==> src/verilog/icachePkg.sv <==
//--------------------------------------------------------------------------
// Shared definitions for the two-way instruction cache
// Word and address widths, the miss controller states and the default
// cache geometry; the RTL and the bus memory model import this package
//--------------------------------------------------------------------------
`default_nettype none

package icachePkg;

    //----------------------------------------------------------------------
    // Data path widths
    //----------------------------------------------------------------------

    // One instruction, also one word on the wide bus
    localparam int WordWidth = 32;

    // Byte address presented by the fetch stage
    localparam int AddrWidth = 32;

    //----------------------------------------------------------------------
    // Default geometry, overridden at the cache top level
    //----------------------------------------------------------------------

    // Words per block, power of two and at least 2
    localparam int DefaultBlockSize = 4;

    // Number of sets, power of two
    localparam int DefaultLines = 2;

    //----------------------------------------------------------------------
    // Miss controller states
    //----------------------------------------------------------------------

    // Idle serves hits, Fetch waits on the block read
    typedef enum logic {
        Idle,
        Fetch
    } CacheState;

endpackage

`default_nettype wire

==> src/verilog/icacheController.sv <==
//--------------------------------------------------------------------------
// Miss controller for the instruction cache
// Two states: Idle serves hits, Fetch holds a block read on the bus
// until the memory strobes BusReady. In the strobe cycle the fill is
// written and the word is forwarded from the bus, so the core sees
// the stall drop in that same cycle.
//--------------------------------------------------------------------------
`default_nettype none
`timescale 1ns/100ps

module icacheController (
    input  wire logic clk,
    input  wire logic reset,
    // Lookup result for the current address
    input  wire logic Hit,
    // One-cycle strobe, block valid on the bus
    input  wire logic BusReady,
    // Cache write enable, fill the chosen way
    output logic      CWE,
    // Forward bus data instead of cache data
    output logic      RDSel,
    // Hold the fetch stage
    output logic      IStall,
    // Block read request level
    output logic      BusRead
);

    import icachePkg::*;

    CacheState state;
    CacheState nextState;

    //----------------------------------------------------------------------
    // State register
    //----------------------------------------------------------------------

    always_ff @(posedge clk, posedge reset) begin
        if (reset) begin
            state <= Idle;
        end else begin
            state <= nextState;
        end
    end

    //----------------------------------------------------------------------
    // Next state
    //----------------------------------------------------------------------

    always_comb begin
        nextState = state;
        case (state)
            // A miss starts a block read at the next edge
            Idle: begin
                if (!Hit) begin
                    nextState = Fetch;
                end
            end
            // Stay until the bus delivers the block
            Fetch: begin
                if (BusReady) begin
                    nextState = Idle;
                end
            end
            default: nextState = Idle;
        endcase
    end

    //----------------------------------------------------------------------
    // Outputs
    //----------------------------------------------------------------------

    // Request held for the whole wait, strobe cycle included
    assign BusRead = (state == Fetch);

    // Fill and forward only in the strobe cycle
    assign CWE   = (state == Fetch) && BusReady;
    assign RDSel = (state == Fetch) && BusReady;

    // Idle stalls on a miss; Fetch stalls until the block arrives
    assign IStall = (state == Idle) ? !Hit : !BusReady;

    // Memory only answers an outstanding read
    assert property (@(posedge clk) disable iff (reset)
        (state == Idle) |-> !BusReady)
        else $error("BusReady seen with no block read outstanding");

endmodule

`default_nettype wire

==> src/verilog/icacheWay.sv <==
//--------------------------------------------------------------------------
// One way of the set-associative instruction cache
// Holds a valid flag, a tag and a whole block per set. Reads are
// combinational by set index; a write stores tag and block together
// and marks the set valid. Instantiated twice by the cache top level.
//--------------------------------------------------------------------------
`default_nettype none
`timescale 1ns/100ps

module icacheWay #(
    parameter int Lines     = 2,
    parameter int TagBits   = 27,
    parameter int BlockSize = 4
) (
    input  wire logic                                    clk,
    input  wire logic                                    reset,
    // Lookup and fill index
    input  wire logic [$clog2(Lines)-1:0]                set,
    // Tag of the current fetch address
    input  wire logic [TagBits-1:0]                      tag,
    // Block from the bus, written on a fill
    input  wire logic [BlockSize*icachePkg::WordWidth-1:0] wd,
    input  wire logic                                    we,
    // Lookup results
    output logic                                         valid,
    output logic [TagBits-1:0]                           storedTag,
    output logic [BlockSize*icachePkg::WordWidth-1:0]    rd
);

    import icachePkg::*;

    localparam int BlockBits = BlockSize * WordWidth;

    //----------------------------------------------------------------------
    // Storage
    //----------------------------------------------------------------------

    // One flag per set, cleared by reset
    logic [Lines-1:0] validBits;

    // Tag and block arrays
    logic [TagBits-1:0]   tagMem   [Lines];
    logic [BlockBits-1:0] blockMem [Lines];

    // Valid flags
    always_ff @(posedge clk, posedge reset) begin
        if (reset) begin
            validBits <= '0;
        end else if (we) begin
            validBits[set] <= 1'b1;
        end
    end

    // Tag and block written together on a fill
    always_ff @(posedge clk) begin
        if (we) begin
            tagMem[set]   <= tag;
            blockMem[set] <= wd;
        end
    end

    //----------------------------------------------------------------------
    // Combinational read
    //----------------------------------------------------------------------

    // Same-cycle lookup for the hit path
    assign valid     = validBits[set];
    assign storedTag = tagMem[set];
    assign rd        = blockMem[set];

endmodule

`default_nettype wire

==> src/verilog/instrCache.sv <==
//--------------------------------------------------------------------------
// Two-way set-associative read-only instruction cache
// Hits return the word in the same cycle. A miss stalls the core,
// reads the whole block over the wide bus and forwards the requested
// word from the bus data while the block is written into one way.
// Replacement keeps one bit per set naming the way filled last.
//--------------------------------------------------------------------------
`default_nettype none
`timescale 1ns/100ps

module instrCache #(
    parameter int BlockSize = icachePkg::DefaultBlockSize,
    parameter int Lines     = icachePkg::DefaultLines
) (
    input  wire logic                                    clk,
    input  wire logic                                    reset,
    // Fetch byte address, held stable while stalled
    input  wire logic [icachePkg::AddrWidth-1:0]          a,
    // Whole block from memory, valid with BusReady
    input  wire logic [BlockSize*icachePkg::WordWidth-1:0] HRData,
    input  wire logic                                    BusReady,
    // Instruction for a, valid when IStall is low
    output logic [icachePkg::WordWidth-1:0]              RD,
    output logic                                         IStall,
    // Block read request and its aligned address
    output logic                                         BusRead,
    output logic [icachePkg::AddrWidth-1:0]              HAddr
);

    import icachePkg::*;

    // Address split into tag, set, word offset and byte offset
    localparam int SetBits    = $clog2(Lines);
    localparam int OffsetBits = $clog2(BlockSize);
    localparam int TagBits    = 30 - OffsetBits - SetBits;
    localparam int BlockBits  = BlockSize * WordWidth;

    logic [TagBits-1:0]    tag;
    logic [SetBits-1:0]    setIdx;
    logic [OffsetBits-1:0] wordOffset;

    // Per way lookup results
    logic                 wayOneValid;
    logic                 wayTwoValid;
    logic [TagBits-1:0]   wayOneTag;
    logic [TagBits-1:0]   wayTwoTag;
    logic [BlockBits-1:0] wayOneBlock;
    logic [BlockBits-1:0] wayTwoBlock;
    logic                 wayOneHit;
    logic                 wayTwoHit;
    logic                 hit;

    // Fill control
    logic cacheWe;
    logic busDataSel;
    logic wayOneEn;
    logic wayTwoEn;
    logic wayOneWe;
    logic wayTwoWe;

    // Set bit high when way two was the last one filled
    logic [Lines-1:0] lastFillTwo;

    // Block feeding the word selector
    logic [BlockBits-1:0] srcBlock;

    assign tag        = a[AddrWidth-1 -: TagBits];
    assign setIdx     = a[OffsetBits+2 +: SetBits];
    assign wordOffset = a[2 +: OffsetBits];

    // Block-aligned request address
    assign HAddr = {a[AddrWidth-1:OffsetBits+2], {(OffsetBits+2){1'b0}}};

    //----------------------------------------------------------------------
    // Storage ways and miss controller
    //----------------------------------------------------------------------

    icacheWay #(.Lines(Lines), .TagBits(TagBits), .BlockSize(BlockSize)) wayOne (
        .clk       (clk),
        .reset     (reset),
        .set       (setIdx),
        .tag       (tag),
        .wd        (HRData),
        .we        (wayOneWe),
        .valid     (wayOneValid),
        .storedTag (wayOneTag),
        .rd        (wayOneBlock)
    );

    icacheWay #(.Lines(Lines), .TagBits(TagBits), .BlockSize(BlockSize)) wayTwo (
        .clk       (clk),
        .reset     (reset),
        .set       (setIdx),
        .tag       (tag),
        .wd        (HRData),
        .we        (wayTwoWe),
        .valid     (wayTwoValid),
        .storedTag (wayTwoTag),
        .rd        (wayTwoBlock)
    );

    icacheController controller (
        .clk      (clk),
        .reset    (reset),
        .Hit      (hit),
        .BusReady (BusReady),
        .CWE      (cacheWe),
        .RDSel    (busDataSel),
        .IStall   (IStall),
        .BusRead  (BusRead)
    );

    //----------------------------------------------------------------------
    // Hit detection
    //----------------------------------------------------------------------

    assign wayOneHit = wayOneValid && (wayOneTag == tag);
    assign wayTwoHit = wayTwoValid && (wayTwoTag == tag);
    assign hit       = wayOneHit || wayTwoHit;

    //----------------------------------------------------------------------
    // Way selection and replacement
    //----------------------------------------------------------------------

    always_comb begin
        if (wayOneHit || wayTwoHit) begin
            // Hitting way
            wayOneEn = wayOneHit;
            wayTwoEn = wayTwoHit;
        end else if (wayOneValid ^ wayTwoValid) begin
            // Fill the empty way
            wayOneEn = !wayOneValid;
            wayTwoEn = !wayTwoValid;
        end else begin
            // Victim is the way not filled last
            wayOneEn = lastFillTwo[setIdx];
            wayTwoEn = !lastFillTwo[setIdx];
        end
    end

    assign wayOneWe = wayOneEn && cacheWe;
    assign wayTwoWe = wayTwoEn && cacheWe;

    // Updated on fills only, hits leave it alone
    always_ff @(posedge clk, posedge reset) begin
        if (reset) begin
            lastFillTwo <= '0;
        end else if (cacheWe) begin
            lastFillTwo[setIdx] <= wayTwoWe;
        end
    end

    //----------------------------------------------------------------------
    // Output word
    //----------------------------------------------------------------------

    // Bus block on a fill, otherwise the hitting way
    assign srcBlock = busDataSel ? HRData : (wayOneHit ? wayOneBlock : wayTwoBlock);

    // One selector for any block size
    assign RD = srcBlock[wordOffset*WordWidth +: WordWidth];

    // Tags within a set stay distinct
    assert property (@(posedge clk) disable iff (reset)
        !(wayOneHit && wayTwoHit))
        else $error("Both ways hit the same address");

    // At most one way written in any cycle
    assert property (@(posedge clk) disable iff (reset)
        $onehot0({wayOneWe, wayTwoWe}))
        else $error("Both way write enables active in the same cycle");

endmodule

`default_nettype wire
==> config.mk <==
export PLATFORM = sky130hd
export DESIGN_NAME = instrCache
export DESIGN_NICKNAME = d
export VERILOG_FILES = /design/src/verilog/icachePkg.sv /design/src/verilog/icacheController.sv /design/src/verilog/icacheWay.sv /design/src/verilog/instrCache.sv
export SDC_FILE = /design/constraint.sdc
export NUM_CORES = 1
export LEC_CHECK = 0
export BUFFER_PORTS_ARGS = -buffer_cell sky130_fd_sc_hd__buf_4
export CORE_UTILIZATION = 50
export CTS_CLUSTER_DIAMETER = 40
export DETAILED_ROUTE_END_ITERATION = 16
export PLACE_DENSITY = 0.68
export SLEW_MARGIN = 10
export SYNTH_ARGS = -nofsm -noshare
export SYNTH_HDL_FRONTEND = slang
export SYNTH_SLANG_ARGS = --single-unit
==> constraint.sdc <==
create_clock -name clk -period 24.1 [get_ports clk]
set_clock_uncertainty 0.1 [all_clocks]
set_input_delay 2.41 -clock clk [delete_from_list [all_inputs] [get_ports clk]]
set_output_delay 2.41 -clock clk [all_outputs]
set_load 0.01 [all_outputs]
==> metrics.txt <==
status completed; Ports 229; Post-synth EDFFs 620; final net count 1875; Async SR Flop Fraction 0.01116; CP Launch Point a[4]; Pint between 2 and 2.5 mW; commonest cells in the netlist edfxtp_1 (620), mux4_2 (106), nand2_1 (69), a21oi_1 (68), nand3_1 (66); Final Cycle Share 0.4092; 1st-iter DRT viols 933; post-route ant nets 0; CTS tree built; Post-synth top flop edfxtp_1; vias in the first global route 15030; cell row count 83; worst r2r src wayOne.tagMem[1][2]; fin crit period 9862 ps; share of cells above drive strength 1 0.2803; core area 51610 sq um; FF+latch count, synth roughly 630; dominant cells by area after synthesis edfxtp_1 (71%), mux4_2 (9.1%), mux2i_1 (2.0%); pin count of the biggest net entering global routing 157; P_sw 654.8 uW; CP arrival roughly 7400 ps; Vias about 14000; yosys synthesis warning count 0; area grow syn2layout 18.29%; GRT overflow 0; # Post-CTS Setup Buffers 0; kind of critical path in2out; Post-DP HPWL 30670 microns; Placer Congestion 0.7484; cts hold-fix bufs 0; Post-CTS Resized 0; setup total negative slack 0 ps; Sw Ratio 0.2332; clk_lat worst skew approximately 600 ps; startpoint types input port; Synth Instances 1507; initial antenna violation count 9; Worst-Margin Slew 1063 ps; Fin. Hold Viols 0; H-tree depth 3; Seq pwr share 0.478; Required @ worst endpoint between 20000 and 25000 ps; post-synthesis cell area ~26000 sq um; Netlist cell types 43; Sink Count 627; Hold WS around 370 ps; most frequent cell after synthesis edfxtp_1; worst vdd ir 0.06789 mV; final setup fails 0; Syn Area/Cell 17.45 sq um; Root Driver clkbuf_16; pwr dens 90.24 nW/um^2; Max-slew headroom 0.2908; HP Class reg2reg; Max Fclk 101.4 MHz; WL/cell 22.86 microns; post-layout util 0.6028; die area 53530 sq um; sequential fraction of the synthesis area 0.7145; Max Cap Violations 0; I/O Buffers ~220; number of buffers created by CTS 83; drt drc 0; die height 231.4 microns; share of the synthesized area in the top cell type 0.7078; first-pass GRT wire length ~87000 microns; Pleak 10.34 nW; Routed WL 56290 microns; DR pass1 iterations 5; post-synth top area cell edfxtp_1; hold_sp wayOne.validBits[0]; CP Capture Type output port; die width 231.4 microns; clock share of power 0.423; clk slew on worst S/H paths 60 ps; vias per inst 5.886; crit path max fanout 94; RSZ-0062 raised after global routing no; max-slew violations 0; CTS max path bufs 3; Initial Util 0.5096; Comb pwr share 0.098; gr usage total 0.2148
==> final cells by class <==
cell class / count / area [sq um]
clock buffer: 98 / 2196
fill: 3786 / 20500
multi-input combinational: 754 / 6877
clock inverter: 55 / 531.8
sequential: 627 / 18790
timing repair buffer: 244 / 1852
tap: 680 / 850.8
inverter: 2 / 7.507
antenna: 2 / 5.005
==> worst paths after layout <==
check / endpoint / slack (ps) / cells past startpoint
max: RD[25] / 14240 / 13
min: wayOne.validBits[0] / 370 / 1
max reg2reg: wayOne.blockMem[0][42] / 19310 / 11
min reg2reg: wayOne.validBits[0] / 370 / 1
max in group asynchronous: controller.BusRead / 22000 / 2
min in group asynchronous: lastFillTwo[1] / 1660 / 2
==> through the flow <==
stage | total power, mW | setup slack (ps) | area [sq um] | cells
floorplan | 1.558 | 8165 | 26310 | 1510
global placement | 1.637 | 14130 | 28380 | 2307
detailed placement | 1.646 | 14140 | 28380 | 2307
CTS | 2.839 | 14100 | 31110 | 2460
global route | 2.905 | 13920 | 31110 | 2462
finish | 2.808 | 14240 | 31110 | 2462
==> metal layers <==
metal  global-route usage  wire length (microns)
met1               0.2814                  23420
met2               0.3501                  27730
met3              0.05770                   4096
met4              0.06747                    953
met5                    0                     87
==> cell usage in the layout (no fill, tap or decap), types with 9 or more instances in the layout <==
cell,instances
clkbuf_16,85
or3_1,22
o22a_1,11
nor4_1,9
clkbuf_1,11
mux4_2,106
a211o_1,22
nand2b_1,46
o2bb2ai_1,22
clkinv_1,9
nand2_1,69
nand3_1,65
nor3b_1,13
nand3b_1,32
nor2_1,22
xor2_1,19
inv_6,12
mux2i_1,52
xnor2_1,37
edfxtp_1,620
o211a_1,11
clkinv_2,11
a311o_1,32
buf_4,242
a21oi_1,66
o211ai_1,63
==> registers in the layout (all words and copies together), names as in the netlist <==
signal              flops
controller.BusRead      1
lastFillTwo             2
wayOne.blockMem       256
wayOne.tagMem          54
wayOne.validBits        2
wayTwo.blockMem       256
wayTwo.tagMem          54
wayTwo.validBits        2
==> worst max-delay path, cell delays in order <==
cell and delay, ps:
buf_8 490, buf_4 780, mux2i_1 340, xnor2_1 90
nor4_1 540, nand4_2 150, buf_4 330, nor2_4 180
buf_4 780, mux4_2 410, or3_1 310, o211a_1 170
buf_4 160
==> cell families after synthesis <==
logic type | count (synthesis) | synth area share
multiplexers | 159 | 0.1110
adder cells (fa/ha/maj) | 1 | 0.0003806
XOR/XNOR | 56 | 0.01865
other | 1 | 0.0001426
buffers and inverters | 129 | 0.02640
AO/OA/AOI/OAI | 235 | 0.06717
flip-flops | 627 | 0.7145
AND/OR/NAND/NOR | 299 | 0.06179
==> power by group through the flow <==
stage          Clock (mW)  Combinational (mW)  Sequential [mW]
6_report             1.19               0.276             1.34
5_1_grt              1.25               0.301             1.35
2_1_floorplan           0               0.165             1.39
3_3_place_gp            0               0.278             1.36
3_5_place_dp            0               0.281             1.37
4_1_cts              1.21               0.282             1.34
(Power assumes the default switching activity.)
